File: config.mk
export PLATFORM = sky130hd
export DESIGN_NAME = g729EncoderControl
export DESIGN_NICKNAME = d
export VERILOG_FILES = /design/src/g729StepPkg.sv /design/src/g729FramePkg.sv /design/src/g729EncoderControl.sv /design/src/stepDispatch.sv /design/src/encoderSequencer.sv /design/src/frameTracker.sv
export SDC_FILE = /design/constraint.sdc
export NUM_CORES = 1
export LEC_CHECK = 0
export ABC_CLOCK_PERIOD_IN_PS = 8100
export BUFFER_PORTS_ARGS = -buffer_cell sky130_fd_sc_hd__buf_2
export CAP_MARGIN = 20
export CORE_MARGIN = 8
export CORE_UTILIZATION = 30
export DETAILED_ROUTE_END_ITERATION = 8
export PLACE_DENSITY = 0.51
export SYNTH_ARGS = -nofsm -noshare
export SYNTH_HDL_FRONTEND = slang
export SYNTH_SLANG_ARGS = --single-unit
File: constraint.sdc
create_clock -name clock -period 8.1 [get_ports clock]
set_input_delay 0.81 -clock clock [delete_from_list [all_inputs] [get_ports clock]]
set_output_delay 0.81 -clock clock [all_outputs]
set_load 0.05 [all_outputs]
File: src/g729StepPkg.sv
`default_nettype none

////////////////////////////////////////////////////////////
// Processing units and the encoder step program
////////////////////////////////////////////////////////////

package g729StepPkg;

	// External processing units, one start and one done line each
	typedef enum logic [4:0] {
		Autocorr,
		LagWindow,
		Levinson,
		AzToLsp,
		QuaLsp,
		IntLpc,
		IntQlpc,
		PercVar,
		WeightAz,
		Residu,
		SynFilt,
		PitchOl,
		PitchFr3,
		EncLag3,
		ParityPitch,
		PredLt3,
		Convolve,
		GPitch
	} unitId;

	localparam int NumUnits = int'(GPitch) + 1;    // Last enum entry sets the count

	typedef logic [NumUnits-1:0] unitVector;       // One bit per unit, indexed by unitId
	typedef logic [5:0] mathSelect;                // Math unit mux code, 0 is idle
	typedef logic [4:0] stepIndex;                 // Position in the step program

	localparam int NumSteps = 23;

	localparam stepIndex FirstLoopStep = 5'd13;    // Start of the subframe loop
	localparam stepIndex ParityStep = 5'd19;       // First subframe only
	localparam stepIndex LastStep = 5'd22;

	////////////////////////////////////////////////////////////
	// Step program
	////////////////////////////////////////////////////////////

	// Steps 0 to 12 run once per frame, 13 to 22 once per subframe
	localparam unitId StepUnit [NumSteps] = '{
		Autocorr,
		LagWindow,
		Levinson,
		AzToLsp,
		QuaLsp,
		IntLpc,
		IntQlpc,
		PercVar,
		WeightAz,                                  // Weighting for gamma1
		WeightAz,                                  // Weighting for gamma2
		Residu,
		SynFilt,
		PitchOl,
		WeightAz,                                  // Subframe loop starts here
		WeightAz,
		SynFilt,
		Residu,
		PitchFr3,
		EncLag3,
		ParityPitch,
		PredLt3,
		Convolve,
		GPitch
	};

	// Mux code per step, code 0 left for idle
	localparam mathSelect StepCode [NumSteps] = '{
		6'd1,  6'd2,  6'd3,  6'd4,  6'd5,  6'd6,  6'd7,  6'd8,
		6'd9,  6'd10, 6'd11, 6'd12, 6'd13,
		6'd14, 6'd15, 6'd16, 6'd17, 6'd18, 6'd19, 6'd20,
		6'd21, 6'd22, 6'd23
	};

endpackage

`default_nettype wire

File: src/g729FramePkg.sv
`default_nettype none

////////////////////////////////////////////////////////////
// Frame geometry of the G.729 encoder
////////////////////////////////////////////////////////////

package g729FramePkg;

	// 10 ms of speech at 8 kHz
	localparam int FrameLength = 80;            // Samples per frame
	localparam int SubframeLength = 40;         // Samples per subframe

	localparam int SampleIndexWidth = 16;       // Matches the datapath address width

	// Start sample of a subframe inside the frame
	typedef logic [SampleIndexWidth-1:0] sampleIndex;

endpackage

`default_nettype wire
File: src/g729EncoderControl.sv
`default_nettype none

module g729EncoderControl #(
	parameter int FramesPerAnalysis = 2,
	parameter int FrameLength = g729FramePkg::FrameLength,
	parameter int SubframeLength = g729FramePkg::SubframeLength
) (
	input logic clock,
	input logic reset,
	input logic start,
	input logic frameDone,
	input logic divErr,
	input g729StepPkg::unitVector unitDone,
	output g729StepPkg::unitVector unitStart,
	output g729StepPkg::mathSelect muxSelect,
	output logic encodeDone
);

	logic analysisReady;
	g729StepPkg::stepIndex activeStep;
	logic stepActive;
	logic stepLaunch;
	logic stepDone;

	frameTracker #(
		.FramesPerAnalysis(FramesPerAnalysis)
	) tracker (
		.clock(clock),
		.reset(reset),
		.start(start),
		.frameDone(frameDone),
		.analysisReady(analysisReady)
	);

	encoderSequencer #(
		.FrameLength(FrameLength),
		.SubframeLength(SubframeLength)
	) sequencer (
		.clock(clock),
		.reset(reset),
		.start(start),
		.divErr(divErr),
		.analysisReady(analysisReady),
		.stepDone(stepDone),
		.activeStep(activeStep),
		.stepActive(stepActive),
		.stepLaunch(stepLaunch),
		.encodeDone(encodeDone)
	);

	stepDispatch dispatch (
		.activeStep(activeStep),
		.stepActive(stepActive),
		.stepLaunch(stepLaunch),
		.unitDone(unitDone),
		.unitStart(unitStart),
		.muxSelect(muxSelect),
		.stepDone(stepDone)
	);

endmodule

`default_nettype wire

File: src/stepDispatch.sv
`default_nettype none

module stepDispatch (
	input g729StepPkg::stepIndex activeStep,
	input logic stepActive,
	input logic stepLaunch,
	input g729StepPkg::unitVector unitDone,
	output g729StepPkg::unitVector unitStart,
	output g729StepPkg::mathSelect muxSelect,
	output logic stepDone
);

	g729StepPkg::unitId stepUnit;
	g729StepPkg::mathSelect stepCode;
	g729StepPkg::unitVector unitMask;           // One-hot of the active unit

	////////////////////////////////////////////////////////////
	// Program table lookup
	////////////////////////////////////////////////////////////

	always_comb
	begin
		stepUnit = g729StepPkg::StepUnit[activeStep];
		stepCode = g729StepPkg::StepCode[activeStep];
	end

	assign unitMask = g729StepPkg::unitVector'(1) << stepUnit;

	// Start strobe goes only to the unit of the launched step
	always_comb
	begin
		if (stepActive && stepLaunch)
			unitStart = unitMask;
		else
			unitStart = '0;
	end

	always_comb
	begin
		if (stepActive)
			muxSelect = stepCode;
		else
			muxSelect = '0;                     // Idle code
	end

	// Done strobes from every other unit are ignored
	assign stepDone = stepActive && ((unitDone & unitMask) != '0);

endmodule

`default_nettype wire

File: src/encoderSequencer.sv
`default_nettype none

module encoderSequencer #(
	parameter int FrameLength = 80,
	parameter int SubframeLength = 40
) (
	input logic clock,
	input logic reset,
	input logic start,
	input logic divErr,
	input logic analysisReady,
	input logic stepDone,
	output g729StepPkg::stepIndex activeStep,
	output logic stepActive,
	output logic stepLaunch,
	output logic encodeDone
);

	typedef enum logic [1:0] {
		Idle,
		WaitAnalysis,
		RunStep,
		Finish
	} sequencerState;

	sequencerState state;

	g729FramePkg::sampleIndex subframeStart;        // First sample of the current subframe
	g729FramePkg::sampleIndex nextSubframe;
	g729StepPkg::stepIndex stepAfter;
	g729StepPkg::stepIndex nextStep;
	logic skipParity;
	logic loopEnd;
	logic moreSubframes;

	////////////////////////////////////////////////////////////
	// Next step of the program
	////////////////////////////////////////////////////////////

	assign stepAfter = activeStep + 5'd1;

	// Parity of the pitch delay is only coded in the first subframe
	assign skipParity = (stepAfter == g729StepPkg::ParityStep) && (subframeStart != '0);

	assign nextStep = skipParity ? stepAfter + 5'd1 : stepAfter;

	assign loopEnd = activeStep == g729StepPkg::LastStep;

	assign nextSubframe = subframeStart + g729FramePkg::sampleIndex'(SubframeLength);
	assign moreSubframes = nextSubframe < g729FramePkg::sampleIndex'(FrameLength);

	////////////////////////////////////////////////////////////
	// Sequencer FSM
	////////////////////////////////////////////////////////////

	always_ff @(posedge clock)
	begin
		if (reset)
		begin
			state <= Idle;
			activeStep <= '0;
			subframeStart <= '0;
			stepLaunch <= 1'b0;
		end
		else
		begin
			stepLaunch <= 1'b0;
			if (divErr)
				state <= Idle;                  // Abort without encodeDone
			else
			begin
				case (state)
					Idle:
					begin
						if (start)
						begin
							subframeStart <= '0;
							state <= WaitAnalysis;
						end
					end
					WaitAnalysis:
					begin
						if (analysisReady)
						begin
							activeStep <= '0;
							stepLaunch <= 1'b1;
							state <= RunStep;
						end
					end
					RunStep:
					begin
						if (stepDone)
						begin
							if (!loopEnd)
							begin
								activeStep <= nextStep;
								stepLaunch <= 1'b1;
							end
							else if (moreSubframes)
							begin
								// Back to the top of the subframe loop
								subframeStart <= nextSubframe;
								activeStep <= g729StepPkg::FirstLoopStep;
								stepLaunch <= 1'b1;
							end
							else
								state <= Finish;
						end
					end
					Finish:
						state <= Idle;
					default:
						state <= Idle;
				endcase
			end
		end
	end

	assign stepActive = state == RunStep;
	assign encodeDone = state == Finish;        // Lasts one cycle before Idle

	// A unit answers no earlier than the cycle after its start
	doneAfterLaunch: assert property (@(posedge clock) disable iff (reset)
		stepLaunch |-> !stepDone);

endmodule

`default_nettype wire

File: src/frameTracker.sv
`default_nettype none

module frameTracker #(
	parameter int FramesPerAnalysis = 2
) (
	input logic clock,
	input logic reset,
	input logic start,
	input logic frameDone,
	output logic analysisReady
);

	localparam int CountWidth = (FramesPerAnalysis > 1) ? $clog2(FramesPerAnalysis) : 1;

	typedef enum logic {
		Disarmed,
		Counting
	} trackerState;

	typedef logic [CountWidth-1:0] frameCounter;

	trackerState state;
	frameCounter frameCount;                    // Frames seen in the current group
	logic groupComplete;

	assign groupComplete = frameDone && (frameCount == frameCounter'(FramesPerAnalysis - 1));

	always_ff @(posedge clock)
	begin
		if (reset)
		begin
			state <= Disarmed;
			frameCount <= '0;
			analysisReady <= 1'b0;
		end
		else
		begin
			analysisReady <= 1'b0;              // Strobe by default
			case (state)
				Disarmed:
				begin
					if (start)
					begin
						state <= Counting;
						frameCount <= '0;
					end
				end
				Counting:
				begin
					// Stays armed, every group of frames gives one strobe
					if (groupComplete)
					begin
						frameCount <= '0;
						analysisReady <= 1'b1;
					end
					else if (frameDone)
						frameCount <= frameCount + 1'b1;
				end
				default:
					state <= Disarmed;
			endcase
		end
	end

	readyIsStrobe: assert property (@(posedge clock) disable iff (reset)
		analysisReady |=> !analysisReady);

endmodule

`default_nettype wire

# Word level (Yosys, flattened, before mapping)
# Memories as Yosys holds them, arrays and structs flattened.
# Cells that the tools add are included.
# totals
output_inout_bits	25
register_bits	27
latch_bits	0
mem_count	2
in_bits	23
elab_cells	84
romBits	352
mem_bits_rw	0
# op_classes
n_mux	35
reduce_logical	15
multipliers	0
n_bitwise	4
eq_ne	14
div	0
order_cmp	2
add_sub_neg	4
n_shift	1
# mem_list
memory	words	word_bits	read_ports	rd_clocked_by_memory_dff	wr	line	rtl
(no name shown)	32	6	1	0	0	stepDispatch.sv:24	stepCode = g729StepPkg::StepCode[activeStep];
(no name shown)	32	5	1	0	0	stepDispatch.sv:23	stepUnit = g729StepPkg::StepUnit[activeStep];
# op_table
operator	n
$mux W16	4
$mux W5	7
$pmux W16 S2	1
$and A18 B18 Y18	1
$mux W18	1
$mux W6	3
$reduce_bool A18 Y1	1
$shl A1 B5 Y18 const A	1
$add A16 B6 Y16 const B	1
$lt A16 B7 Y1 const B	1
$reduce_bool A16 Y1	1
$ne A2 B2 Y1 const B	7
$add A5 B1 Y5 const B	2
$eq A5 B5 Y1 const B	2
$mux W1	10
$mux W2	5
$pmux W5 S2	1
$reduce_and A5 Y1	2
$pmux W2 S4	1
$ge A6 B6 Y1 const B	1
$ne A3 B3 Y1 const B	2
$not A5 Y6	1
$reduce_and A6 Y1	1
$eq A2 B2 Y1 const B	2
other kinds (9)	16

# Longest topological paths before layout
# depth
ltp_word	10
ltp_mapped	12
depth_no_buf	10

# By module
# Synthesis repeated with hierarchy kept, for this count alone.
# unflattened
cells_unflattened	308
hier_area_um2	2421.1
# by_module_without_submodules
module	cells_each	area_per_inst_um2	seq_area_each_um2	n_inst
encoderSequencer	175	1448.9	420.4	1
stepDispatch	124	860.8	0.0	1
frameTracker	9	111.4	60.1	1

# Worst setup path before layout
# No wires, ideal clock.
# synth_path
path_type	reg2out
startpoint	register sequencer.state[0]
endpoint	output muxSelect[3]
path_stages_with_launch	7
n_path_buf	2
t_arrival_ps	3566
slack_ps	3724
path_cell_list	dfxtp_1 > inv_1 > ha_1 > clkbuf_1 > inv_1 > clkbuf_1 > a2111oi_0
# synth_via
elab_chain_cells	2
# synth_rtl
item	line	rtl
start: declaration	encoderSequencer.sv:26	sequencerState state;
start signal: assignment	encoderSequencer.sv:60	state <= Idle;
start signal: assignment	encoderSequencer.sv:69	state <= Idle;
start signal: assignment	encoderSequencer.sv:78	state <= WaitAnalysis;
$eq A2 B2 Y1	encoderSequencer.sv:119	assign stepActive = state == RunStep;
$mux W6	stepDispatch.sv:40	if (stepActive)
end: declaration	g729EncoderControl.sv:15	output g729StepPkg::mathSelect muxSelect,
# Every way passes these cells.

# Final worst setup path
# layout_path
startpoint	register sequencer.activeStep[0]
endpoint	output unitStart[16]
# layout_via
elab_chain_cells	6
# layout_rtl
item	line	rtl
start: declaration	encoderSequencer.sv:13	output g729StepPkg::stepIndex activeStep,
start signal: assignment	encoderSequencer.sv:96	activeStep <= nextStep;
start signal: assignment	encoderSequencer.sv:103	activeStep <= g729StepPkg::FirstLoopStep;
$not A5 Y6 (implied by the code)	stepDispatch.sv:23	
$mem_v2 Z32 W5	--	
$mux W5 (implied by the code) (2 in a row)	stepDispatch.sv:23	
$shl A1 B5 Y18	stepDispatch.sv:27	assign unitMask = g729StepPkg::unitVector'(1) << stepUnit;
$mux W18	stepDispatch.sv:32	if (stepActive && stepLaunch)
end: declaration	g729EncoderControl.sv:14	output g729StepPkg::unitVector unitStart,
# Every way passes these cells. The select of a mux whose other input is x is not followed.

==> summary.txt <==
nets@finish - 374
post_cts resized - 0
Buffers on Ports - 46
core area - 0.00718 mm²
power share of the combinational group - 0.107
max-slew violation count - 0
die width - 102 µm
initial antenna violation count - 0
Reg clk slew, reported paths - 0.08 ns
highest clock rate - 274 MHz
CTS buffer count - 3
top-count cell post-synth - nor2_1
worst-path cell chain - inv_1 > ha_1 > nand2_1 > a311oi_1 > o221ai_1 > inv_1 > nand2_1 > nor2_1 > buf_2
Area growth syn-to-layout - 14.3%
RSZ-0062 raised after global routing - no
CP top delay family - flip-flops
hold depth - 1
H-tree level count - 1
Hold Buf Count CTS - 0
Setup violations, final - 0
slowest CP cell - dfxtp_1
Initial Util - 0.308
Mapped Area - 0.00221 mm²
largest net degree at the start of global routing - 33
Cell Int Power - 161 µW
Cells after DPL - 428
Seq/Total Area, Yosys - 0.217
Ant. Diodes - 0
maximum vdd drop - 0.0948 mV
Ports - 48
Seq cells post-synth - 24
worst-case reg-to-reg path depth - 10
first drt pass iteration count - 4
vias in the first global route - 2159
share of layout cells above drive strength 1 - 0.187
Pleak - 1.06 nW
sequential group share of total power - 0.572
Ys Warns - 0
Slew HR - 0.429
row cnt - 31
fin crit period - 3.65 ns
# clock sinks - 24
clk_skew - 0.00294 ns
CP bufs+invs - 3
power per cell area - 83.3 mW/mm²
Worst Setup End Kind - output pin
Primary FF master, synth - dfxtp_1
register area - 480 µm²
CTS tree - yes
Tcrit/Tclk final - 0.451
number of synthesized flops with an enable pin - 0
Worst-Margin Slew - 0.853 ns
Post-CTS Repair Setup Buffers - 0
top cells by count, synth - nor2_1, nand2_1, dfxtp_1
Synth area leaders - dfxtp_1, ha_1, nor2_1, nand2_1, a21oi_1
Worst EP arrival - 2.84 ns
grt ovf - 0
DR DRC count - 0
Die Height - 102 µm
root buffer cell - clkbuf_8
Mapped Nets - 339
cell count after synthesis - 299
Avg Vias per Cell - 5.26
Critical Path RT - 7.29 ns
post-detailed-routing wire length - 6290 µm
clock share of power - 0.321
status - complete, no violations
switching pwr - 49.2 µW
Final HPWL DP - 4940 µm
Layout Cells excl Fill - 431
die area - 0.0104 mm²
final hold vios - 0
multi-input logic area - 0.00159 mm²
CP startpoint kind - register
Hold Crit Class - reg2reg
first-pass GRT wire length - 10400 µm
post-synth cell types - 71
gpl congestion - 0.807
Clk Latency, worst-skew pair - 0.26 ns
post-route ant nets - 0
DR iter-0 viols - 82
Worst path depth - 9
# fillers - 755
syn avg cell area - 7.39 µm²
vias - 2266
wire per inst - 14.6 µm
Clock Tree Buf Depth - 2
ys async rst share - 0
largest area contributor in the netlist - dfxtp_1
Fin Setup TNS - 0 ns
Worst path max stage delay - 0.65 ns
Max-cap violations - 0
switch share - 0.234
GRT Total Usage - 0.120
Setup Crit Path Kind - reg2out
Yosys top cell area share - 0.217
Worst Path Max Fanout - 15
## registers in the layout, summed over array words and instances (netlist names)
signal / flops
sequencer.subframeStart: 13
sequencer.activeStep: 5
sequencer.state: 2
sequencer.stepLaunch: 1
tracker.analysisReady: 1
tracker.frameCount: 1
tracker.state: 1
## final cells by class
cell class                      count  share of cell area
Clock buffer                        3              0.0164
Tap cell                           99              0.0491
Multi-Input combinational cell    243               0.628
Inverter                           15              0.0223
Sequential cell                    24               0.190
Timing Repair Buffer               47              0.0942
## cell usage in the layout, fill, tap and decap left out, drive strengths merged, types with 3 or more instances in the layout
master	count
nor3	9
xnor2	4
mux2i	6
a31oi	5
nand3	10
a21oi	14
dfxtp	24
nor2	42
buf	47
nor2b	4
o21ai	13
nand2b	6
nor4	6
nand2	28
clkbuf	3
inv	15
nand4	5
or3	4
o211ai	4
nand3b	4
ha	17
o31ai	4
and3	10
a211oi	4
## power by group through the flow
| stage | clock network (mW) | registers [mW] | logic [mW] |
|---|---|---|---|
| after floorplan | 0 | 0.123 | 0.0138 |
| after global placement | 0 | 0.123 | 0.0225 |
| after detailed placement | 0 | 0.123 | 0.0225 |
| after CTS | 0.0713 | 0.120 | 0.0227 |
| after global routing | 0.0787 | 0.121 | 0.0249 |
| final | 0.0676 | 0.120 | 0.0225 |
## per-layer routing
metal / global-route usage / up-vias / wire length (µm)
met5: 0 / - / 0
met4: 0.0181 / 0 / 42
met3: 0.0163 / 6 / 221
met2: 0.220 / 41 / 3160
met1: 0.148 / 1063 / 2860
li1: - / 1156 / -
## cell families after synthesis
kind of cell / Yosys count / synth area share
fa+ha+maj: 17 / 0.0963
xor+xnor: 5 / 0.0198
simple gates: 139 / 0.323
compound gates: 74 / 0.244
buf+inv: 32 / 0.0651
mux: 7 / 0.0323
flops: 24 / 0.217
other cells: 1 / 0.00170
## worst reg2reg max path, delay by kind of cell, from the launching register on
| kind | cells | cell delay [ns] |
|---|---|---|
| fa+ha+maj | 1 | 0.42 |
| flops | 1 | 0.65 |
| simple gates | 3 | 0.67 |
| buf+inv | 1 | 0.19 |
| compound gates | 5 | 1.58 |
## metrics by stage
step	utilization	hold slack (ns)	total power [mW]	setup slack [ns]	instance area [µm²]
after floorplan	-	0.431	0.137	3.72	2210
after global placement	0.346	0.453	0.146	4.72	2480
after detailed placement	0.346	0.455	0.146	4.57	2480
after CTS	0.352	0.468	0.214	4.43	2520
after global routing	0.352	0.475	0.224	4.16	2520
final	0.352	0.467	0.210	4.45	2520
## worst paths after layout
kind                                         from                                 endpoint  slack [ns]
min reg2reg       tracker.frameCount$_SDFFE_PP0P_          tracker.frameCount$_SDFFE_PP0P_        0.47
max          sequencer.activeStep[0]$_SDFFE_PP0P_                            unitStart[16]        4.45
min               tracker.frameCount$_SDFFE_PP0P_          tracker.frameCount$_SDFFE_PP0P_        0.47
max reg2reg  sequencer.activeStep[0]$_SDFFE_PP0P_  sequencer.subframeStart[6]$_SDFFE_PP0P_        4.54
(Power assumes the default switching activity.)
